--- config.mk ---
export PLATFORM = sky130hd
export DESIGN_NAME = rv_decode_top
export DESIGN_NICKNAME = d
export VERILOG_FILES = /design/src/common/rv_ctrl_pkg.sv /design/src/common/rv_isa_pkg.sv /design/src/decode/decode_register.sv /design/src/decode/decode_table.sv /design/src/decode/instr_queue.sv /design/src/rv_decode_top.sv
export VERILOG_INCLUDE_DIRS = /design/src /design/src/common
export SDC_FILE = /design/constraint.sdc
export NUM_CORES = 1
export LEC_CHECK = 0
export BUFFER_PORTS_ARGS = -buffer_cell sky130_fd_sc_hd__buf_2
export CAP_MARGIN = 20
export CORE_MARGIN = 2
export CORE_UTILIZATION = 28
export DETAILED_ROUTE_END_ITERATION = 16
export GPL_ROUTABILITY_DRIVEN = 0
export GPL_TIMING_DRIVEN = 0
export HOLD_SLACK_MARGIN = 0.06
export PLACE_DENSITY = 0.51
export SLEW_MARGIN = 5
export SYNTH_ARGS = -nofsm -noshare
export SYNTH_HDL_FRONTEND = slang
export SYNTH_HIERARCHICAL = 1
export SYNTH_SLANG_ARGS = --single-unit
--- constraint.sdc ---
create_clock -name clk -period 4.8 [get_ports clk]
set_input_delay 0.24 -clock clk [delete_from_list [all_inputs] [get_ports clk]]
set_output_delay 0.24 -clock clk [all_outputs]
set_load 0.05 [all_outputs]
--- src/common/rv_decode_params.svh ---
// Decode stage parameters
// Widths, queue depth and reset vector of the RV32I decode stage

`ifndef RV_DECODE_PARAMS_SVH
`define RV_DECODE_PARAMS_SVH

// Data and address width
`define RV_XLEN 32

// Register file address width
`define RV_REGADDR_W 5

// Fetched words held between fetch and decode
`define RV_QUEUE_DEPTH 4

// First PC after reset
`define RV_RESET_VECTOR 32'h0000_0000

`endif

--- src/common/rv_ctrl_pkg.sv ---
// Execute control encodings
// Types of the controls the decode stage hands to execute

package rv_ctrl_pkg;

	typedef enum logic [3:0] {
		ALUOP_ADD = 4'd0,
		ALUOP_SUB = 4'd1,
		ALUOP_SLL = 4'd2,
		ALUOP_LT  = 4'd3,
		ALUOP_LTU = 4'd4,
		ALUOP_XOR = 4'd5,
		ALUOP_SRL = 4'd6,
		ALUOP_SRA = 4'd7,
		ALUOP_OR  = 4'd8,
		ALUOP_AND = 4'd9,
		// Passes operand b, used for LUI and store data
		ALUOP_RS2 = 4'd10
	} alu_op_t;

	typedef enum logic {
		ALUSRCA_RS1 = 1'b0,
		ALUSRCA_PC  = 1'b1
	} alu_src_a_t;

	typedef enum logic {
		ALUSRCB_RS2 = 1'b0,
		ALUSRCB_IMM = 1'b1
	} alu_src_b_t;

	typedef enum logic [3:0] {
		MEMOP_NONE = 4'd0,
		MEMOP_LB   = 4'd1,
		MEMOP_LH   = 4'd2,
		MEMOP_LW   = 4'd3,
		MEMOP_LBU  = 4'd4,
		MEMOP_LHU  = 4'd5,
		MEMOP_SB   = 4'd6,
		MEMOP_SH   = 4'd7,
		MEMOP_SW   = 4'd8
	} mem_op_t;

	// Taken test on the ALU result
	typedef enum logic [1:0] {
		BCOND_NEVER  = 2'd0,
		BCOND_ZERO   = 2'd1,
		BCOND_NZERO  = 2'd2,
		BCOND_ALWAYS = 2'd3
	} branch_cond_t;

	typedef enum logic [2:0] {
		EXCEPT_NONE          = 3'd0,
		EXCEPT_INSTR_FAULT   = 3'd1,
		EXCEPT_INSTR_ILLEGAL = 3'd2,
		EXCEPT_ECALL         = 3'd3,
		EXCEPT_EBREAK        = 3'd4
	} except_t;

endpackage

--- src/common/rv_isa_pkg.sv ---
// RV32I instruction set encodings
// Major opcodes and the funct3 codes the decoder looks at

package rv_isa_pkg;

	// Bits 6:0 of a 32-bit instruction, low two bits always 11
	typedef enum logic [6:0] {
		OPC_LOAD     = 7'b0000011,
		OPC_MISC_MEM = 7'b0001111,
		OPC_OP_IMM   = 7'b0010011,
		OPC_AUIPC    = 7'b0010111,
		OPC_STORE    = 7'b0100011,
		OPC_OP       = 7'b0110011,
		OPC_LUI      = 7'b0110111,
		OPC_BRANCH   = 7'b1100011,
		OPC_JALR     = 7'b1100111,
		OPC_JAL      = 7'b1101111,
		OPC_SYSTEM   = 7'b1110011
	} opcode_t;

	// Register and immediate ALU operations
	typedef enum logic [2:0] {
		F3_ADD_SUB = 3'd0, F3_SLL = 3'd1, F3_SLT = 3'd2, F3_SLTU = 3'd3,
		F3_XOR     = 3'd4, F3_SRL_SRA = 3'd5, F3_OR = 3'd6, F3_AND = 3'd7
	} f3_alu_t;

	// Conditional branches, 2 and 3 are reserved
	typedef enum logic [2:0] {
		F3_BEQ  = 3'd0, F3_BNE  = 3'd1, F3_BLT  = 3'd4,
		F3_BGE  = 3'd5, F3_BLTU = 3'd6, F3_BGEU = 3'd7
	} f3_branch_t;

	// Load and store access size, stores use only B, H and W
	typedef enum logic [2:0] {
		F3_B = 3'd0, F3_H = 3'd1, F3_W = 3'd2, F3_BU = 3'd4, F3_HU = 3'd5
	} f3_mem_t;

endpackage

--- src/decode/decode_register.sv ---
// Decode register
// Tracks the PC, pops the queue and holds the controls shown to execute

`timescale 1ns/100ps

`include "rv_decode_params.svh"

module decode_register
	import rv_ctrl_pkg::*;
(
	input  logic                      clk,
	input  logic                      rst_n,
	input  logic                      q_instr_vld_i,
	input  logic                      q_err_i,
	input  logic                      x_stall_i,
	input  logic                      jump_i,
	input  logic [`RV_XLEN-1:0]       jump_target_i,
	input  logic [`RV_REGADDR_W-1:0]  rs1_i,
	input  logic [`RV_REGADDR_W-1:0]  rs2_i,
	input  logic [`RV_REGADDR_W-1:0]  rd_i,
	input  logic [`RV_XLEN-1:0]       imm_i,
	input  alu_op_t                   alu_op_i,
	input  alu_src_a_t                alu_src_a_i,
	input  alu_src_b_t                alu_src_b_i,
	input  mem_op_t                   mem_op_i,
	input  branch_cond_t              branch_cond_i,
	input  logic [`RV_XLEN-1:0]       addr_offs_i,
	input  logic                      addr_is_regoffs_i,
	input  except_t                   except_i,
	input  logic                      illegal_i,
	output logic                      q_pop_o,
	output logic                      d_vld_o,
	output logic [`RV_XLEN-1:0]       d_pc_o,
	output logic [`RV_REGADDR_W-1:0]  d_rs1_o,
	output logic [`RV_REGADDR_W-1:0]  d_rs2_o,
	output logic [`RV_REGADDR_W-1:0]  d_rd_o,
	output logic [`RV_XLEN-1:0]       d_imm_o,
	output alu_op_t                   d_alu_op_o,
	output alu_src_a_t                d_alu_src_a_o,
	output alu_src_b_t                d_alu_src_b_o,
	output mem_op_t                   d_mem_op_o,
	output branch_cond_t              d_branch_cond_o,
	output logic [`RV_XLEN-1:0]       d_addr_offs_o,
	output logic                      d_addr_is_regoffs_o,
	output except_t                   d_except_o
);

// Address of the word at the queue head
logic [`RV_XLEN-1:0] pc;
// Register holds a word execute has not yet taken
logic                full;
logic                squash;

assign q_pop_o = q_instr_vld_i && !x_stall_i && !jump_i;
assign squash  = q_err_i || illegal_i;
assign d_vld_o = full && !x_stall_i && !jump_i;

always_ff @(posedge clk or negedge rst_n) begin
	if (!rst_n) begin
		pc              <= `RV_RESET_VECTOR;
		full            <= 1'b0;
		d_pc_o          <= `RV_RESET_VECTOR;
		d_mem_op_o      <= MEMOP_NONE;
		d_branch_cond_o <= BCOND_NEVER;
		d_except_o      <= EXCEPT_NONE;
	end else begin
		if (jump_i)
			pc <= jump_target_i;
		else if (q_pop_o)
			pc <= pc + `RV_XLEN'(4);
		// An unstalled cycle hands the shown word to execute
		if (jump_i)
			full <= 1'b0;
		else if (q_pop_o)
			full <= 1'b1;
		else if (!x_stall_i)
			full <= 1'b0;
		if (q_pop_o) begin
			d_pc_o          <= pc;
			d_mem_op_o      <= squash ? MEMOP_NONE : mem_op_i;
			d_branch_cond_o <= squash ? BCOND_NEVER : branch_cond_i;
			// Bus fault wins over an illegal encoding
			if (q_err_i)
				d_except_o <= EXCEPT_INSTR_FAULT;
			else if (illegal_i)
				d_except_o <= EXCEPT_INSTR_ILLEGAL;
			else
				d_except_o <= except_i;
		end
	end
end

always_ff @(posedge clk) begin
	if (q_pop_o) begin
		d_rs1_o             <= squash ? '0 : rs1_i;
		d_rs2_o             <= squash ? '0 : rs2_i;
		d_rd_o              <= squash ? '0 : rd_i;
		d_imm_o             <= imm_i;
		d_alu_op_o          <= alu_op_i;
		d_alu_src_a_o       <= alu_src_a_i;
		d_alu_src_b_o       <= alu_src_b_i;
		d_addr_offs_o       <= addr_offs_i;
		d_addr_is_regoffs_o <= addr_is_regoffs_i;
	end
end

// Memory access and exception never reach execute together
assert property (@(posedge clk) disable iff (!rst_n)
	d_vld_o |-> (d_mem_op_o == MEMOP_NONE || d_except_o == EXCEPT_NONE))
	else $error("decode_register: memory op issued with an exception");

endmodule

--- src/decode/decode_table.sv ---
// RV32I decode table
// Maps one instruction word onto execute controls, purely combinational

`timescale 1ns/100ps

`include "rv_decode_params.svh"

module decode_table
	import rv_isa_pkg::*;
	import rv_ctrl_pkg::*;
(
	input  logic [`RV_XLEN-1:0]      instr_i,
	output logic [`RV_REGADDR_W-1:0] rs1_o,
	output logic [`RV_REGADDR_W-1:0] rs2_o,
	output logic [`RV_REGADDR_W-1:0] rd_o,
	output logic [`RV_XLEN-1:0]      imm_o,
	output alu_op_t                  alu_op_o,
	output alu_src_a_t               alu_src_a_o,
	output alu_src_b_t               alu_src_b_o,
	output mem_op_t                  mem_op_o,
	output branch_cond_t             branch_cond_o,
	output logic [`RV_XLEN-1:0]      addr_offs_o,
	output logic                     addr_is_regoffs_o,
	output except_t                  except_o,
	output logic                     illegal_o
);

localparam logic [`RV_REGADDR_W-1:0] X0 = '0;

function automatic alu_op_t alu_op_of(input f3_alu_t f3, input logic alt);
	case (f3)
	F3_ADD_SUB: alu_op_of = alt ? ALUOP_SUB : ALUOP_ADD;
	F3_SLL:     alu_op_of = ALUOP_SLL;
	F3_SLT:     alu_op_of = ALUOP_LT;
	F3_SLTU:    alu_op_of = ALUOP_LTU;
	F3_XOR:     alu_op_of = ALUOP_XOR;
	F3_SRL_SRA: alu_op_of = alt ? ALUOP_SRA : ALUOP_SRL;
	F3_OR:      alu_op_of = ALUOP_OR;
	F3_AND:     alu_op_of = ALUOP_AND;
	endcase
endfunction

opcode_t             opcode;
logic [2:0]          funct3;
logic [6:0]          funct7;
f3_alu_t             f3_alu;
f3_branch_t          f3_br;
f3_mem_t             f3_mem;
logic                alt_ok;
logic [`RV_XLEN-1:0] imm_i_fmt;
logic [`RV_XLEN-1:0] imm_s_fmt;
logic [`RV_XLEN-1:0] imm_b_fmt;
logic [`RV_XLEN-1:0] imm_u_fmt;
logic [`RV_XLEN-1:0] imm_j_fmt;

assign opcode = opcode_t'(instr_i[6:0]);
assign funct3 = instr_i[14:12];
assign funct7 = instr_i[31:25];
assign f3_alu = f3_alu_t'(funct3);
assign f3_br  = f3_branch_t'(funct3);
assign f3_mem = f3_mem_t'(funct3);

// Only SUB and SRA/SRAI may set bit 30 of funct7
assign alt_ok = funct7 == 7'b0100000 && (f3_alu == F3_ADD_SUB || f3_alu == F3_SRL_SRA);

// ----------------------------------------------------------
// Immediate formats

assign imm_i_fmt = {{21{instr_i[31]}}, instr_i[30:20]};
assign imm_s_fmt = {{21{instr_i[31]}}, instr_i[30:25], instr_i[11:7]};
assign imm_b_fmt = {{20{instr_i[31]}}, instr_i[7], instr_i[30:25], instr_i[11:8], 1'b0};
assign imm_u_fmt = {instr_i[31:12], 12'h000};
assign imm_j_fmt = {{12{instr_i[31]}}, instr_i[19:12], instr_i[20], instr_i[30:21], 1'b0};

always_comb begin
	case (opcode)
	OPC_JAL:    addr_offs_o = imm_j_fmt;
	OPC_BRANCH: addr_offs_o = imm_b_fmt;
	OPC_STORE:  addr_offs_o = imm_s_fmt;
	OPC_JALR:   addr_offs_o = imm_i_fmt;
	OPC_LOAD:   addr_offs_o = imm_i_fmt;
	default:    addr_offs_o = '0;
	endcase
end

// ----------------------------------------------------------
// Execute controls

always_comb begin
	rs1_o             = instr_i[19:15];
	rs2_o             = instr_i[24:20];
	rd_o              = instr_i[11:7];
	imm_o             = imm_i_fmt;
	alu_op_o          = ALUOP_ADD;
	alu_src_a_o       = ALUSRCA_RS1;
	alu_src_b_o       = ALUSRCB_RS2;
	mem_op_o          = MEMOP_NONE;
	branch_cond_o     = BCOND_NEVER;
	addr_is_regoffs_o = 1'b0;
	except_o          = EXCEPT_NONE;
	illegal_o         = 1'b0;

	case (opcode)
	OPC_OP: begin
		alu_op_o  = alu_op_of(f3_alu, instr_i[30]);
		illegal_o = !(funct7 == 7'd0 || alt_ok);
	end
	OPC_OP_IMM: begin
		rs2_o       = X0;
		alu_src_b_o = ALUSRCB_IMM;
		alu_op_o    = alu_op_of(f3_alu, instr_i[30] && f3_alu == F3_SRL_SRA);
		if (f3_alu == F3_SLL || f3_alu == F3_SRL_SRA)
			illegal_o = !(funct7 == 7'd0 || alt_ok);
	end
	OPC_LUI, OPC_AUIPC: begin
		rs1_o       = X0;
		rs2_o       = X0;
		imm_o       = imm_u_fmt;
		alu_src_b_o = ALUSRCB_IMM;
		if (opcode == OPC_LUI)
			alu_op_o = ALUOP_RS2;
		else
			alu_src_a_o = ALUSRCA_PC;
	end
	OPC_JAL, OPC_JALR: begin
		// Link value PC+4 goes through the ALU
		rs2_o         = X0;
		imm_o         = `RV_XLEN'(4);
		alu_src_a_o   = ALUSRCA_PC;
		alu_src_b_o   = ALUSRCB_IMM;
		branch_cond_o = BCOND_ALWAYS;
		if (opcode == OPC_JAL) begin
			rs1_o = X0;
		end else begin
			addr_is_regoffs_o = 1'b1;
			illegal_o         = funct3 != 3'd0;
		end
	end
	OPC_BRANCH: begin
		rd_o = X0;
		// BNE, BLT and BLTU take on a nonzero result
		branch_cond_o = (funct3[0] ^ funct3[2]) ? BCOND_NZERO : BCOND_ZERO;
		case (f3_br)
		F3_BEQ, F3_BNE:   alu_op_o = ALUOP_SUB;
		F3_BLT, F3_BGE:   alu_op_o = ALUOP_LT;
		F3_BLTU, F3_BGEU: alu_op_o = ALUOP_LTU;
		default:          illegal_o = 1'b1;
		endcase
	end
	OPC_LOAD: begin
		rs2_o             = X0;
		addr_is_regoffs_o = 1'b1;
		case (f3_mem)
		F3_B:    mem_op_o = MEMOP_LB;
		F3_H:    mem_op_o = MEMOP_LH;
		F3_W:    mem_op_o = MEMOP_LW;
		F3_BU:   mem_op_o = MEMOP_LBU;
		F3_HU:   mem_op_o = MEMOP_LHU;
		default: illegal_o = 1'b1;
		endcase
	end
	OPC_STORE: begin
		rd_o              = X0;
		alu_op_o          = ALUOP_RS2;
		addr_is_regoffs_o = 1'b1;
		case (f3_mem)
		F3_B:    mem_op_o = MEMOP_SB;
		F3_H:    mem_op_o = MEMOP_SH;
		F3_W:    mem_op_o = MEMOP_SW;
		default: illegal_o = 1'b1;
		endcase
	end
	OPC_MISC_MEM: begin
		// FENCE orders nothing in this core
		rs1_o     = X0;
		rs2_o     = X0;
		rd_o      = X0;
		illegal_o = funct3 != 3'd0;
	end
	OPC_SYSTEM: begin
		rs1_o = X0;
		rs2_o = X0;
		rd_o  = X0;
		if (instr_i[19:7] == 13'd0 && instr_i[31:21] == 11'd0)
			except_o = instr_i[20] ? EXCEPT_EBREAK : EXCEPT_ECALL;
		else
			illegal_o = 1'b1;
	end
	default: illegal_o = 1'b1;
	endcase
end

endmodule

--- src/decode/instr_queue.sv ---
// Instruction queue
// Circular buffer of fetched words and their bus error bits

`timescale 1ns/100ps

`include "rv_decode_params.svh"

module instr_queue #(
	parameter int DEPTH = `RV_QUEUE_DEPTH
) (
	input  logic                clk,
	input  logic                rst_n,
	input  logic                push_i,
	input  logic [`RV_XLEN-1:0] instr_i,
	input  logic                err_i,
	input  logic                pop_i,
	input  logic                flush_i,
	output logic [`RV_XLEN-1:0] head_instr_o,
	output logic                head_err_o,
	output logic                head_vld_o
);

localparam int PTR_W = $clog2(DEPTH);
localparam int CNT_W = $clog2(DEPTH + 1);

logic [`RV_XLEN-1:0] mem_instr [DEPTH];
logic                mem_err   [DEPTH];
logic [PTR_W-1:0]    wr_ptr;
logic [PTR_W-1:0]    rd_ptr;
logic [CNT_W-1:0]    count;
logic                full;

assign full = count == CNT_W'(DEPTH);

always_ff @(posedge clk) begin
	if (push_i) begin
		mem_instr[wr_ptr] <= instr_i;
		mem_err[wr_ptr]   <= err_i;
	end
end

always_ff @(posedge clk or negedge rst_n) begin
	if (!rst_n) begin
		wr_ptr <= '0;
		rd_ptr <= '0;
		count  <= '0;
	end else begin
		if (push_i)
			wr_ptr <= wr_ptr + 1'b1;
		// Flush drops the old stream, a word pushed now starts the new one
		if (flush_i) begin
			rd_ptr <= wr_ptr;
			count  <= CNT_W'(push_i);
		end else begin
			if (pop_i)
				rd_ptr <= rd_ptr + 1'b1;
			count <= count + CNT_W'(push_i) - CNT_W'(pop_i);
		end
	end
end

assign head_instr_o = mem_instr[rd_ptr];
assign head_err_o   = mem_err[rd_ptr];
assign head_vld_o   = count != '0;

// Fetch keeps at most DEPTH words outstanding
assert property (@(posedge clk) disable iff (!rst_n) (push_i && full) |-> (pop_i || flush_i))
	else $error("instr_queue: push into a full queue");

// Decode only pops a head it was shown
assert property (@(posedge clk) disable iff (!rst_n) pop_i |-> head_vld_o)
	else $error("instr_queue: pop from an empty queue");

endmodule

--- src/rv_decode_top.sv ---
// RV32I decode stage
// Instruction queue, decode table and decode register

`timescale 1ns/100ps

`include "rv_decode_params.svh"

module rv_decode_top
	import rv_ctrl_pkg::*;
(
	input  logic                      clk,
	input  logic                      rst_n,
	input  logic                      fetch_vld_i,
	input  logic [`RV_XLEN-1:0]       fetch_instr_i,
	input  logic                      fetch_err_i,
	input  logic                      jump_i,
	input  logic [`RV_XLEN-1:0]       jump_target_i,
	input  logic                      x_stall_i,
	output logic                      d_vld_o,
	output logic [`RV_XLEN-1:0]       d_pc_o,
	output logic [`RV_REGADDR_W-1:0]  d_rs1_o,
	output logic [`RV_REGADDR_W-1:0]  d_rs2_o,
	output logic [`RV_REGADDR_W-1:0]  d_rd_o,
	output logic [`RV_XLEN-1:0]       d_imm_o,
	output alu_op_t                   d_alu_op_o,
	output alu_src_a_t                d_alu_src_a_o,
	output alu_src_b_t                d_alu_src_b_o,
	output mem_op_t                   d_mem_op_o,
	output branch_cond_t              d_branch_cond_o,
	output logic [`RV_XLEN-1:0]       d_addr_offs_o,
	output logic                      d_addr_is_regoffs_o,
	output except_t                   d_except_o
);

// Queue head
logic [`RV_XLEN-1:0]      q_instr;
logic                     q_err;
logic                     q_vld;
logic                     q_pop;

// Unregistered decode of the head
logic [`RV_REGADDR_W-1:0] t_rs1, t_rs2, t_rd;
logic [`RV_XLEN-1:0]      t_imm, t_addr_offs;
alu_op_t                  t_alu_op;
alu_src_a_t               t_alu_src_a;
alu_src_b_t               t_alu_src_b;
mem_op_t                  t_mem_op;
branch_cond_t             t_branch_cond;
logic                     t_addr_is_regoffs;
except_t                  t_except;
logic                     t_illegal;

instr_queue #(.DEPTH(`RV_QUEUE_DEPTH)) u_queue (
	.clk, .rst_n,
	.push_i (fetch_vld_i), .instr_i (fetch_instr_i), .err_i (fetch_err_i),
	.pop_i  (q_pop), .flush_i (jump_i),
	.head_instr_o (q_instr), .head_err_o (q_err), .head_vld_o (q_vld)
);

decode_table u_table (
	.instr_i (q_instr),
	.rs1_o (t_rs1), .rs2_o (t_rs2), .rd_o (t_rd), .imm_o (t_imm),
	.alu_op_o (t_alu_op), .alu_src_a_o (t_alu_src_a), .alu_src_b_o (t_alu_src_b),
	.mem_op_o (t_mem_op), .branch_cond_o (t_branch_cond),
	.addr_offs_o (t_addr_offs), .addr_is_regoffs_o (t_addr_is_regoffs),
	.except_o (t_except), .illegal_o (t_illegal)
);

decode_register u_reg (
	.clk, .rst_n,
	.q_instr_vld_i (q_vld), .q_err_i (q_err), .x_stall_i, .jump_i, .jump_target_i,
	.rs1_i (t_rs1), .rs2_i (t_rs2), .rd_i (t_rd), .imm_i (t_imm),
	.alu_op_i (t_alu_op), .alu_src_a_i (t_alu_src_a), .alu_src_b_i (t_alu_src_b),
	.mem_op_i (t_mem_op), .branch_cond_i (t_branch_cond),
	.addr_offs_i (t_addr_offs), .addr_is_regoffs_i (t_addr_is_regoffs),
	.except_i (t_except), .illegal_i (t_illegal),
	.q_pop_o (q_pop), .d_vld_o, .d_pc_o, .d_rs1_o, .d_rs2_o, .d_rd_o, .d_imm_o,
	.d_alu_op_o, .d_alu_src_a_o, .d_alu_src_b_o, .d_mem_op_o, .d_branch_cond_o,
	.d_addr_offs_o, .d_addr_is_regoffs_o, .d_except_o
);

endmodule

-- Word level (Yosys, flattened, before mapping)
Memory sizes are Yosys's and may differ from the RTL's.
Cells that the tools add are included.
- add/sub/neg operators: 5
- eq/ne operators: 20
- multiplexer cells: 47
- bitwise operators: 1
- reductions and logical operators: 35
- operators with widths (kind ; count):
    one-hot mux 32 bit (4 select lines) ; 1
    two-way mux 32 bit ; 2
    one-hot mux 32 bit (2 select lines) ; 1
    one-hot mux 4 bit (8 select lines) ; 2
    adder 32 x 3 -> 32 bit (second input constant) ; 1
    equality test 7 x 6 -> 1 bit (second input constant) ; 4
    equality test 7 bit (second input constant) ; 4
    one-hot mux 4 bit (5 select lines) ; 1
    two-way mux 1 bit ; 18
    two-way mux 3 bit ; 6
    one-hot mux 3 bit (5 select lines) ; 1
    OR reduction 5 bit ; 3
    equality test 7 x 5 -> 1 bit (second input constant) ; 2
    OR reduction 2 bit ; 7
    logical NOT 13 bit ; 1
    equality test 3 bit (second input constant) ; 4
    one-hot mux 4 bit (3 select lines) ; 1
    logical NOT 11 bit ; 1
    one-hot mux 5 bit (2 select lines) ; 1
    one-hot mux 1 bit (9 select lines) ; 1
    one-hot mux 3 bit (3 select lines) ; 1
    OR reduction 9 bit ; 1
    two-way mux 2 bit ; 4
    two-way mux 4 bit ; 2
    other kinds (23) ; 38
- bits in registers: 167
- RAM bits: 132
- bits of input ports: 70
- output and inout bits: 128
- word-level logic and storage cells: 128
- memories kept: 2
- memory list (name ; words ; width ; rd ports ; clocked after Yosys merged registers in ; wr ports ; RTL line ; source):
    u_queue.mem_instr ; 4 ; 32 ; 1 ; 0 ; 1 ; instr_queue.sv:26 ; logic [`RV_XLEN-1:0] mem_instr [DEPTH];
    u_queue.mem_err ; 4 ; 1 ; 1 ; 0 ; 1 ; instr_queue.sv:27 ; logic mem_err [DEPTH];

-- Depth between registers and ports, before layout
Gate-level depths: netlist of run 1.
An unclocked memory read counts as a cell.
- word-level depth: 10
- gate-level depth with buffers: 13
- gate-level depth less buffers: 11

-- Cells and area by module
The synthesis of run 1 kept the hierarchy.
- modules (own cells, without submodules) (module ; times used ; cells each ; area an instance (um^2) ; seq. area each (um^2)):
    decode_register ; 1 ; 485 ; 6134.6 ; 4434.3
    instr_queue ; 1 ; 211 ; 5238.8 ; 4139.0
    decode_table ; 1 ; 223 ; 1398.8 ; 0.0

-- Worst setup path before layout of run 1
OpenSTA, ideal clock, no wires.
- path type: reg2reg
- start: register u_queue.count[1]
- end: register u_queue.count[2]
- library setup time: 0.114 ns
- arrival: 5.144 ns
- data required time: 4.686 ns
- slack: -0.458 ns
- stages on the path, launching flop included: 14
- path buffers: 2
- period minus slack after synthesis: 5.258 ns
- path through: dfrtp_1 -> or3_1 -> nor2b_1 -> clkbuf_1 -> nand2_1 -> inv_2 -> clkbuf_1 -> ha_1 -> inv_1 -> ha_1 -> inv_1 -> fa_1 -> xnor3_1 -> nor2_1
- longest elaborated chain between the ends: 5
- elaborated cells between the ends (all ways): 6
- classes of those cells: add/sub (2); mux (1); reduce/logical (3)
- ends and longest elaborated chain (element ; RTL line ; source):
    start, declared ; instr_queue.sv:30 ; logic [CNT_W-1:0] count;
    start signal, assigned ; instr_queue.sv:53 ; count <= CNT_W'(push_i);
    start signal, assigned ; instr_queue.sv:57 ; count <= count + CNT_W'(push_i) - CNT_W'(pop_i);
    nonzero test 3 bit ; instr_queue.sv:64 ; assign head_vld_o = count != '0;
    via q_vld ; rv_decode_top.sv:38 ; logic q_vld;
    logical AND 1 bit (2 in a row) ; decode_register.sv:54 ; assign q_pop_o = q_instr_vld_i && !x_stall_i && !jump_i;
    via q_pop ; rv_decode_top.sv:39 ; logic q_pop;
    subtractor 3 x 1 -> 3 bit ; instr_queue.sv:57 ;
    two-way mux 3 bit ; instr_queue.sv:51 ; if (flush_i) begin
The timed path passes the listed nets, and every way through them passes these cells.
A chain may end at the register's enable or synchronous reset.

-- Worst setup path after layout of run 1
- start: register u_queue.rd_ptr[0]
- end: register u_reg.d_rs1_o[2] (data pin)
- longest elaborated chain between the ends: 9
- elaborated cells between the ends (all ways): 47
- classes of those cells: eq/ne (18); mux (9); reduce/logical (18); memory (2)
- ends and longest elaborated chain (element ; RTL line ; source):
    start, declared ; instr_queue.sv:29 ; logic [PTR_W-1:0] rd_ptr;
    start signal, assigned ; instr_queue.sv:52 ; rd_ptr <= wr_ptr;
    start signal, assigned ; instr_queue.sv:56 ; rd_ptr <= rd_ptr + 1'b1;
    memory read (4 x 32 bit) (*) ; -- ;
    via q_instr[13] ; rv_decode_top.sv:36 ; logic [`RV_XLEN-1:0] q_instr;
    equality test 3 bit / logical NOT 3 bit (equally long branches) ; -- ;
    logical OR 1 bit ; decode_table.sv:64 ; assign alt_ok = funct7 == 7'b0100000 && (f3_alu == F3_ADD_SUB || f3_alu == F3_SRL_SRA);
    logical AND 1 bit ; decode_table.sv:64 ;
    logical OR 1 bit ; decode_table.sv:106, decode_table.sv:113 ;
    logical NOT 1 bit ; decode_table.sv:106, decode_table.sv:113 ;
    two-way mux 1 bit ; decode_table.sv:112 ; if (f3_alu == F3_SLL || f3_alu == F3_SRL_SRA)
    one-hot mux 1 bit (9 select lines) (*) ; decode_table.sv:103 ; case (opcode)
    via t_illegal ; rv_decode_top.sv:51 ; logic t_illegal;
    logical OR 1 bit (*) ; decode_register.sv:55 ; assign squash = q_err_i || illegal_i;
    end signal, assigned ; decode_register.sv:95 ; d_rs1_o <= squash ? '0 : rs1_i;
    end, declared ; decode_register.sv:34 ; output logic [`RV_REGADDR_W-1:0] d_rs1_o,
Mark *: on every way through the listed nets, which the timed path passes. The rest lies on a longest branch.

==> impl_results.md, run 1 <==
- Pins Over Slew Limit: 0
- Worst setup margin: 1070 ps
- Family with the most delay on the worst path: simple AND/OR/NAND/NOR gates
- Clock sink count: 299
- Worst reg2reg path startpoint: u_queue/rd_ptr[0]$_DFFE_PN0P_
- CP Capture Point: u_reg/d_rs1_o[2]$_SDFFCE_PP0P_
- Total congestion overflow: 0
- GR Util All Layers: 14.4%
- Clock slew at reported path FFs: 60 ps
- Max stage delay on crit path: 520 ps
- Worst path most repeated cell: clkbuf_1
- Diodes inserted: 0
- Hold Slack: 118 ps
- CTS tree: yes
- Pre-Repair DR Iteration Count: 5
- Reg area: 8570 sq um
- Vias per cell: 4.59
- DRT iter0 DRCs: 654
- Layout fillers: 4398
- Multi-input gate area: 3730 sq um
- Final Hold Viols: 0
- H-tree lvl count: 2
- Required time of the critical path: 5220 ps
- Outcome: complete, no violations
- Worst hold path class: primary input to asynchronous set/reset pin
- CP arrival: 4150 ps
- # rows: 78
- Ys flop type: edfxtp_1
- Clk_skew: 39.1 ps
- Die Width: 218 um
- Worst path depth: 12
- Async set-reset flop share out of synthesis: 27.1%
- Worst R2R Setup Slack: 1070 ps
- Setup bufs post-CTS: 0
- Tcrit/Tclk final: 77.6%
- EDFF count, synth: 218
- Top Ports: 198
- Combinational share of power: 37.3%
- NetSw: 0.00384 W
- Post-synthesis cell count: 919
- Cts bufs inserted: 36
- Routed wire length: 34.2 mm
- Synth-to-Final Area Change: 28.9%
- Slowest stage cell, crit path: mux4_2
- Clock Tree Root: clkbuf_16
- Pwr dens: 606 nW/um^2
- PortBufs: 197
- Initial antenna violation count: 1
- WL/cell: 18.5 um
- Maximum vdd drop: 0.000292 V
- Clock latency on the worst-skew pair: 560 ps
- R2R cell count: 12
- Largest net degree at the start of global routing: 100
- Min Tclk post-route: 3730 ps
- Placement Setup Slack: 1040 ps
- Startpoint Class: register
- Crit end category: register
- Worst-path fanout max: 10
- R2R Path End: u_reg/d_rs1_o[2]$_SDFFCE_PP0P_
- Via count: 8490
- Ys Warns: 6
- Int Pwr: 0.00613 W
- CORE AREA: 45200 sq um
- Power share of the clock group: 26.5%
- Syn Area/Cell: 13.9 sq um
- Sequential share of the synthesized area: 67.1%
- Post-DP HPWL: 23.9 mm
- Cell Chain, Critical Path: buf_6 -> buf_12 -> mux4_2 -> clkbuf_1 -> nor4_1 -> nand2_1 -> nor3_1 -> nand2b_1 -> nand4_1 -> nor2_1 -> clkbuf_1 -> and2_1
- Total Power: 0.00997 W
- Fin Setup TNS: 0 ps
- Netlist cell types: 66
- Die Y: 218 um
- Finish-stage setup viols: 0
- Setup CP Type: register to register
- Pleak: 6.57 nW
- Worst slew pin tran: 871 ps
- First-pass GRT wire length: 51.6 mm
- Yosys reg bits: 299
- Starting Density: 28.3%
- Post-synth net total: 997
- Flop pwr share: 36.2%
- Share of cells above drive strength 1: 27.2%
- Vias in the first global route: 8534
- Final antenna-violating net count: 0
- WP buf/inv: 4
- Die area: 47300 sq um
- Highest clock rate: 268 MHz
- Worst Setup SP: u_queue/rd_ptr[0]$_DFFE_PN0P_
- Synth Cell Area: 12800 sq um
- Final Net Count: 1306
- Slew HR: 42.0%
- MaxCap Viol Count: 0
- Unrepaired setup endpoints after global routing: false
- DRC: 0
- Sw Share: 38.5%
- Max clock buf depth: 3
## worst min-delay path by stage
stage | startpoint | endpoint | slack (ps) | depth (start not counted)
2_1_floorplan | rst_n | u_queue/count[0]$_DFF_PN0_ | -60 | 0
3_3_place_gp | u_reg/d_branch_cond_o[1]$_DFFE_PN0P_ | u_reg/d_branch_cond_o[1]$_DFFE_PN0P_ | 450 | 2
3_5_place_dp | rst_n | u_reg/d_pc_o[21]$_DFFE_PN0P_ | 160 | 1
4_1_cts | rst_n | u_reg/d_pc_o[29]$_DFFE_PN0P_ | 80 | 2
5_1_grt | rst_n | u_reg/d_pc_o[20]$_DFFE_PN0P_ | 120 | 2
6_report | rst_n | u_reg/d_pc_o[21]$_DFFE_PN0P_ | 120 | 2
## placed cells by master (no fill, tap or decap), types with 14 or more instances in the layout
cell	n
dfrtp_1	81
dlygate4sd3_1	69
inv_1	14
mux4_2	28
o31ai_1	14
nor2b_1	25
o21ai_0	32
clkbuf_1	36
nor2_1	35
nand2_1	162
a31oi_1	18
a21o_1	28
buf_2	210
buf_4	17
edfxtp_1	218
and2_1	33
clkbuf_16	37
nand3_1	19
## metal layers
metal,share of wire [%],vias up,global-route usage (%)
li1,-,4013,-
met1,45,4216,19.6
met4,2.8,2,4.91
met5,0.047,-,0
met3,4.5,52,2.89
met2,48,207,23.1
## metrics by stage
step | utilization, % | instances | area, sq um
CTS | 36.4 | 1851 | 16500
finish | 36.4 | 1851 | 16500
detailed placement | 32.4 | 1721 | 14600
global placement | 32.1 | 1716 | 14500
global route | 36.4 | 1851 | 16500
floorplan | - | 919 | 12800
## area by class of cell
cell class              instances  area share, %
plain buffers                  64           2.53
clock inverters                11          0.988
multi-input cells             539           22.7
inverters                      17          0.387
clock buffers                  50           5.92
repair buffers                271           10.9
flip-flops and latches        299           52.1
well taps                     600           4.56
## flip-flops by register name, indices dropped and copies added, names as in the netlist
| name | flops |
|---|---|
| u_queue/count | 3 |
| u_queue/mem_err | 4 |
| u_queue/mem_instr | 128 |
| u_queue/rd_ptr | 2 |
| u_queue/wr_ptr | 2 |
| u_reg/d_addr_is_regoffs_o | 1 |
| u_reg/d_addr_offs_o | 32 |
| u_reg/d_alu_op_o | 4 |
| u_reg/d_alu_src_a_o | 1 |
| u_reg/d_alu_src_b_o | 1 |
| u_reg/d_branch_cond_o | 2 |
| u_reg/d_except_o | 3 |
| u_reg/d_imm_o | 32 |
| u_reg/d_mem_op_o | 4 |
| u_reg/d_pc_o | 32 |
| u_reg/d_rd_o | 5 |
| u_reg/d_rs1_o | 5 |
| u_reg/d_rs2_o | 5 |
| u_reg/full | 1 |
| u_reg/pc | 32 |
## power by group through the flow
stage / registers, W / logic (W) / clock network (W)
after detailed placement: 0.00367 / 0.00371 / 0
final: 0.00361 / 0.00372 / 0.00264
after global routing: 0.00367 / 0.00400 / 0.00284
after CTS: 0.00362 / 0.00376 / 0.00274
after global placement: 0.00367 / 0.00364 / 0
after floorplan: 0.00453 / 0.00175 / 0
## synthesized netlist by cell type (3+ instances only)
cell | number | share of area (%)
xnor2_1 | 5 | 0.34
edfxtp_1 | 218 | 51
nor3_1 | 8 | 0.31
xor2_1 | 13 | 0.89
a22o_1 | 4 | 0.27
mux2i_1 | 4 | 0.31
nand3_1 | 19 | 0.74
nand2_1 | 162 | 4.8
buf_6 | 6 | 0.53
ha_1 | 7 | 0.69
mux4_1 | 5 | 1.0
buf_2 | 14 | 0.55
and3_1 | 6 | 0.29
mux2_2 | 3 | 0.26
and4_1 | 4 | 0.27
and4b_1 | 3 | 0.24
buf_4 | 16 | 0.94
mux4_2 | 28 | 4.9
nand4_1 | 8 | 0.39
nor2_1 | 35 | 1.0
a21oi_1 | 8 | 0.31
o31ai_1 | 14 | 0.82
nor2b_1 | 25 | 1.2
dfrtp_1 | 81 | 16
a31oi_1 | 18 | 0.88
or4_1 | 13 | 0.76
a22oi_1 | 3 | 0.18
inv_1 | 14 | 0.41
a21o_1 | 28 | 1.6
clkbuf_1 | 24 | 0.71
or3_1 | 6 | 0.29
nor4_1 | 6 | 0.29
o21ai_0 | 32 | 1.3
and2_1 | 37 | 1.8
nor4_2 | 3 | 0.29
## worst reg2reg max path, delay by kind of cell (launching register included)
family        cells  cell delay [ps]
simple gates      7             1760
buf+inv           4              970
mux               1              530
flops             1              350
## cell families (layout without fill, tap and decap cells)
kind of cell,Yosys count,count (layout),share of synthesized area [%]
XOR/XNOR,19,19,1.41
adder cells (fa/ha/maj),8,8,0.842
AO/OA/AOI/OAI,123,123,6.48
flip-flops,299,299,67.1
AND/OR/NAND/NOR,349,349,13.9
multiplexers,40,40,6.54
buffers and inverters,81,413,3.68
## repair_timing
item / CTS / global route
resized for setup: 0 / 0
hold buffers: 69 / 0
setup endpoints to repair: 0 / 0
endpoints found under the hold margin: 252 / 0
(Power assumes the default switching activity.)
==> run 2: changes to the inputs <==
Clock period 4.8 ns to 3.3 ns, I/O delays scaled along.
==> impl_results.md, run 2 (same netlist as run 1, synthesis figures left out) <==
- Outcome: complete, no violations (unchanged)
- GR Util All Layers: 14.4% (about the same)
- Placed Cells: 1721 (unchanged)
- Largest net degree at the start of global routing: 100 (unchanged)
- Startpoint Class: register (unchanged)
- Starting Density: 28.3% (unchanged)
- CORE AREA: 45200 sq um (unchanged)
- Initial antenna violation count: 2 (was 1)
- # rows: 78 (unchanged)
- Finish-stage setup viols: 0 (unchanged)
- Die Width: 218 um (unchanged)
- Final Net Count: 1307 (was 1306)
- Max reg flops: 128 (unchanged)
- Crit end category: register (unchanged)
- Share of cells above drive strength 1: 28.1% (was 27.2%)
- Clock slew at reported path FFs: 60 ps (about the same)
- Highest clock rate: 317 MHz (was 268 MHz)
- Top Ports: 198 (unchanged)
- Cts bufs inserted: 34 (was 36)
- Pleak: 6.58 nW (was 6.57 nW)
- Setup CP Type: register to register (unchanged)
- Worst hold path class: primary input to asynchronous set/reset pin (unchanged)
- Total congestion overflow: 0 (unchanged)
- Total Power: 0.0142 W (was 0.00997 W)
- Unrepaired setup endpoints after global routing: false (unchanged)
- Layout fillers: 4413 (was 4398)
- Min Tclk post-route: 3150 ps (was 3730 ps)
- Slew HR: 44.1% (was 42.0%)
- Tcrit/Tclk final: 95.6% (was 77.6%)
- Max stage delay on crit path: 620 ps (was 520 ps)
- Clock sink count: 299 (unchanged)
- Pre-Repair DR Iteration Count: 5 (unchanged)
- Final Hold Viols: 0 (unchanged)
- Die area: 47300 sq um (unchanged)
- Maximum vdd drop: 0.000314 V (was 0.000292 V)
- Via count: 8448 (was 8490)
- CTS tree: yes (unchanged)
- Routed wire length: 34.3 mm (was 34.2 mm)
- Required time of the critical path: 3700 ps (was 5220 ps)
- Vias per cell: 4.55 (was 4.59)
- Clk_skew: 26.2 ps (was 39.1 ps)
- Most frequent cells in the layout: edfxtp_1, buf_2, nand2_1 (unchanged)
- Most common cell after layout, fill and taps aside: edfxtp_1 (unchanged)
- CP arrival: 3560 ps (was 4150 ps)
- Worst-path fanout max: 10 (unchanged)
- Slowest stage cell, crit path: mux4_2 (unchanged)
- Max clock buf depth: 3 (unchanged)
- Worst slew pin tran: 834 ps (was 871 ps)
- Synth-to-Final Area Change: 28.8% (was 28.9%)
- Pins Over Slew Limit: 0 (unchanged)
- Die Y: 218 um (unchanged)
- PortBufs: 197 (unchanged)
- WL/cell: 18.4 um (was 18.5 um)
- DRC: 0 (unchanged)
- MaxCap Viol Count: 0 (unchanged)
- DRT iter0 DRCs: 672 (was 654)
- Post-DP HPWL: 24.0 mm (was 23.9 mm)
- First-pass GRT wire length: 51.3 mm (was 51.6 mm)
- H-tree lvl count: 2 (unchanged)
- Clock latency on the worst-skew pair: 540 ps (was 560 ps)
- Cell Chain, Critical Path: buf_6 -> buf_12 -> mux4_2 -> nor4_1 -> nand3_1 -> nor3_4 -> nand2b_1 -> nand4_1 -> nor2_4 -> clkbuf_2 -> and2_1 (was buf_6 -> buf_12 -> mux4_2 -> clkbuf_1 -> nor4_1 -> nand2_1 -> nor3_1 -> nand2b_1 -> nand4_1 -> nor2_1 -> clkbuf_1 -> and2_1)
- Post-Layout Cell Count: 1857 (was 1851)
- Vias in the first global route: 8370 (was 8534)
- Pwr dens: 866 nW/um^2 (was 606 nW/um^2)
- Final antenna-violating net count: 0 (unchanged)
- Largest register by flop count: u_queue/mem_instr (unchanged)
- Clock Tree Root: clkbuf_16 (unchanged)
## run 2: cell count changes in the layout (fill, tap and decap cells not counted), moves of 3 or more
cell	change
clkbuf_1	-10
buf_4	+5
clkinv_1	+8
nor4_1	-3
nor4_2	+3
buf_2	-3
clkinv_2	+5
clkbuf_4	+3
## run 2: power breakdown
part | switching, W | internal (W) | leakage [nW] | total, W
Combinational | 0.00376 | 0.00174 | 3.07 | 0.00549
Clock | 0.00152 | 0.00198 | 0.506 | 0.00350
Sequential | 0.000279 | 0.00497 | 3.01 | 0.00525
## run 2: cell type report
cell class | instances | area, sq um | area share [%]
Antenna cell | 2 | 5.00 | 0.0304
Buffer | 63 | 437 | 2.65
Clock buffer | 40 | 873 | 5.31
Clock inverter | 22 | 144 | 0.875
Inverter | 17 | 63.8 | 0.388
Multi-Input combinational cell | 539 | 3780 | 23.0
Sequential cell | 299 | 8570 | 52.1
Tap cell | 600 | 751 | 4.56
Timing Repair Buffer | 275 | 1820 | 11.1
## run 2: stage by stage
step	hold WS [ps]	util [%]	setup TNS [ps]	setup slack, ps	instance area [sq um]
2_1_floorplan	-131	-	0	96.3	12800
3_5_place_dp	141	32.4	-8770	-504	14600
4_1_cts	97.1	36.3	0	37.9	16400
6_report	117	36.4	0	145	16500
3_3_place_gp	381	32.1	-10460	-536	14500
5_1_grt	129	36.4	0	12.6	16500
## run 2: path summary, 6_finish.rpt
kind | depth (start not counted) | startpoint | to | slack, ps
setup / recovery | 11 | u_queue/rd_ptr[0]$_DFFE_PN0P_ | u_reg/d_rs2_o[3]$_SDFFCE_PP0P_ | 150
max in group asynchronous | 3 | rst_n | u_reg/pc[6]$_DFFE_PN0N_ | 2550
setup reg to reg | 11 | u_queue/rd_ptr[0]$_DFFE_PN0P_ | u_reg/d_rs2_o[3]$_SDFFCE_PP0P_ | 150
min in group clk | 2 | fetch_instr_i[28] | u_queue/mem_instr[1][28]$_DFFE_PP_ | 380
hold reg to reg | 2 | u_reg/d_pc_o[23]$_DFFE_PN0P_ | u_reg/d_pc_o[23]$_DFFE_PN0P_ | 470
hold / removal | 2 | rst_n | u_reg/d_pc_o[18]$_DFFE_PN0P_ | 120
## run 2: worst max-delay path, delay by kind of cell (launching register included)
family                 cells  cell delay (ps)
DFF                        1              340
buffers and inverters      3              580
and+or+nand+nor            7             1480
muxes                      1              620
## run 2: routing by layer
layer  vias up  wire length (um)  global-route usage, %
met3        49              1610                   2.71
met1      4181             15300                   19.5
met5         -                 7                      0
li1       4008                 -                      -
met2       208             16400                   23.0
met4         2              1000                   5.21
## run 2: timing repair
| item | in CTS | in global routing |
|---|---|---|
| hold buffers | 69 | 0 |
| setup buffers | 1 | 3 |
| pin swaps | 1 | 1 |
| hold endpoints to repair | 253 | 0 |
| gates resized for setup | 10 | 7 |
| endpoints found under the setup margin | 24 | 22 |
==> run 3: changes to the inputs <==
Settings changed: SYNTH_HIERARCHICAL 1 to default.
==> impl_results.md, run 3 <==
- Outcome: complete, no violations (unchanged)
- Setup CP Type: register to register (unchanged)
- # rows: 75 (was 78)
- H-tree lvl count: 1 (was 2)
- Share of the synthesized area in the top cell type: 51.7% (was 51.3%)
- Sequential share of the synthesized area: 68.6% (was 67.1%)
- Final Instance Area: 15800 sq um (was 16500 sq um)
- Synth Cell Area: 12000 sq um (was 12800 sq um)
- Max reg flops: 128 (unchanged)
- Via count: 8048 (was 8448)
- Fin Setup TNS: 0 ps (unchanged)
- Final Net Count: 1247 (was 1307)
- DRT iter0 DRCs: 617 (was 672)
- Async set-reset flop share out of synthesis: 28.1% (was 27.1%)
- Unrepaired setup endpoints after global routing: true (was false)
- GR Util All Layers: 14.4% (about the same)
- Most frequent cells after synthesis: edfxtp_1, nand2_1, dfrtp_1 (unchanged)
- Most common cell in the synthesized netlist: edfxtp_1 (unchanged)
- Cts bufs inserted: 30 (was 34)
- PortBufs: 196 (was 197)
- CP arrival: 3720 ps (was 3560 ps)
- Clock Tree Root: clkbuf_16 (unchanged)
- Top Ports: 198 (unchanged)
- Post-synthesis cell count: 854 (was 919)
- Min Tclk post-route: 3270 ps (was 3150 ps)
- Starting Density: 28.5% (was 28.3%)
- First-pass GRT wire length: 49.0 mm (was 51.3 mm)
- Pleak: 6.27 nW (was 6.58 nW)
- Ys flop type: edfxtp_1 (unchanged)
- Post-synth net total: 932 (was 997)
- Clock sink count: 288 (was 299)
- Final Hold Viols: 0 (unchanged)
- Yosys reg bits: 288 (was 299)
- Total congestion overflow: 0 (unchanged)
- Syn Area/Cell: 14.1 sq um (was 13.9 sq um)
- Clock latency on the worst-skew pair: 590 ps (was 540 ps)
- Max clock buf depth: 3 (unchanged)
- CTS tree: yes (unchanged)
- MaxCap Viol Count: 0 (unchanged)
- Crit end category: register (unchanged)
- Routed wire length: 32.3 mm (was 34.3 mm)
- Hold Slack: 95.3 ps (was 117 ps)
- EDFF count, synth: 207 (was 218)
- Startpoint Class: register (unchanged)
- Clock slew at reported path FFs: 60 ps (about the same)
- Die Width: 211 um (was 218 um)
- Pins Over Slew Limit: 0 (unchanged)
- Synth-to-Final Area Change: 31.4% (was 28.8%)
- Ys Warns: 0 (was 6)
- Largest net degree at the start of global routing: 86 (was 100)
- Tcrit/Tclk final: 99.0% (was 95.6%)
- Worst hold path class: primary input to register (was primary input to asynchronous set/reset pin)
- Vias per cell: 4.66 (was 4.55)
- Worst-path fanout max: 9 (was 10)
- Vias in the first global route: 8179 (was 8370)
- Worst R2R Setup Slack: 30 ps (was 150 ps)
- Maximum vdd drop: 0.000396 V (was 0.000314 V)
- Die Y: 211 um (was 218 um)
- Most frequent cells in the layout: edfxtp_1, buf_2, nand2_1 (unchanged)
- Largest register by flop count: u_queue.mem_instr (was u_queue/mem_instr)
- Clk_skew: 35.5 ps (was 26.2 ps)
- Total Power: 0.0139 W (was 0.0142 W)
- Pwr dens: 879 nW/um^2 (was 866 nW/um^2)
- Slew HR: 38.8% (was 44.1%)
- Highest clock rate: 306 MHz (was 317 MHz)
- Synth area leaders: edfxtp_1, dfrtp_1, mux4_2 (unchanged)
- DRC: 0 (unchanged)
- Die area: 44600 sq um (was 47300 sq um)
- Required time of the critical path: 3760 ps (was 3700 ps)
- Pre-Repair DR Iteration Count: 5 (unchanged)
- Final antenna-violating net count: 0 (unchanged)
- Placed Area: 13800 sq um (was 14600 sq um)
- Most common cell after layout, fill and taps aside: edfxtp_1 (unchanged)
- Share of cells above drive strength 1: 29.1% (was 28.1%)
- Post-DP HPWL: 22.5 mm (was 24.0 mm)
- Layout fillers: 4009 (was 4413)
- Netlist cell types: 59 (was 66)
- WL/cell: 18.7 um (was 18.4 um)
- Cell taking the most area after synthesis: edfxtp_1 (unchanged)
- CORE AREA: 42100 sq um (was 45200 sq um)
- Post-layout util: 37.5% (was 36.4%)
- Finish-stage setup viols: 0 (unchanged)
- Worst slew pin tran: 910 ps (was 834 ps)
- Initial antenna violation count: 3 (was 2)
-- run 3: cell type report --
cell class	count	area [sq um]	share of cell area, %
diodes	2	5.00	0.0317
plain buffers	50	317	2.01
clock buffers	35	769	4.87
clock inverters	15	209	1.32
inverters	18	67.6	0.428
multi-input cells	498	3620	22.9
flip-flops and latches	288	8240	52.2
well taps	539	674	4.27
repair buffers	283	1880	11.9
-- run 3: where the power goes --
| group | switching [W] | leakage (nW) | internal (W) |
|---|---|---|---|
| sequential | 0.000284 | 2.94 | 0.00478 |
| clock | 0.00142 | 0.458 | 0.00198 |
| combinational | 0.00371 | 2.87 | 0.00170 |
| total | 0.00541 | 6.27 | 0.00846 |
-- run 3: worst max-delay path: stages (launching register included) --
cell	delay, ps
dfrtp_1	370
buf_12	150
mux4_2	570
or3b_4	420
a2111oi_4	340
o32ai_2	120
or4_4	470
buf_4	170
nor4b_4	260
buf_6	160
and2_1	120
-- run 3: final timing paths --
kind                                                from                               to  cells past startpoint
max in group asynchronous                          rst_n     u_reg.d_pc_o[23]$_DFFE_PN0P_                      3
hold reg to reg                  u_reg.pc[1]$_DFFE_PN0P_      u_reg.d_pc_o[1]$_DFFE_PN0P_                      2
min in group asynchronous                          rst_n  u_reg.d_except_o[1]$_DFFE_PN0P_                      3
setup / recovery           u_queue.rd_ptr[0]$_DFFE_PN0N_   u_reg.d_rs1_o[0]$_SDFFCE_PP0P_                     10
hold / removal                                    jump_i          u_reg.pc[0]$_DFFE_PN0P_                      2
setup reg to reg           u_queue.rd_ptr[0]$_DFFE_PN0N_   u_reg.d_rs1_o[0]$_SDFFCE_PP0P_                     10
-- run 3: routing by layer --
metal  GRT usage, %  share of wire [%]  routed length [um]  vias to the layer above
li1               -                  -                   -                     3755
met1           20.0                 45               14700                     4008
met2           22.3                 46               15000                      216
met3           2.78                5.0                1620                       67
met4           5.39                3.3                1060                        2
met5              0              0.034                  11                        -
-- run 3: timing repair --
action | in CTS | in global routing
hold buffers | 69 | 0
hold endpoints to repair | 249 | 0
endpoints found under the setup margin | 56 | 43
gates resized for setup | 39 | 15
setup buffers | 9 | 3
pin swaps | 2 | 2
-- run 3: per-stage QoR --
stage / worst slack [ps] / std cells
2_1_floorplan: 8.57 / 854
3_3_place_gp: -1900 / 1589
3_5_place_dp: -1420 / 1594
4_1_cts: -16.5 / 1722
5_1_grt: -140 / 1727
6_report: 32.4 / 1728
-- run 3: kinds of logic (layout without fill, tap and decap cells) --
logic type      Yosys count  count (layout)  share of synthesized area (%)
compound gates          125             125                           7.08
other cells               0               2                              0
mux                      41              41                           7.06
simple gates            288             288                           11.1
buf+inv                  68             401                           2.62
fa+ha+maj                 8               8                          0.895
xor+xnor                 36              36                           2.62
flops                   288             288                           68.6
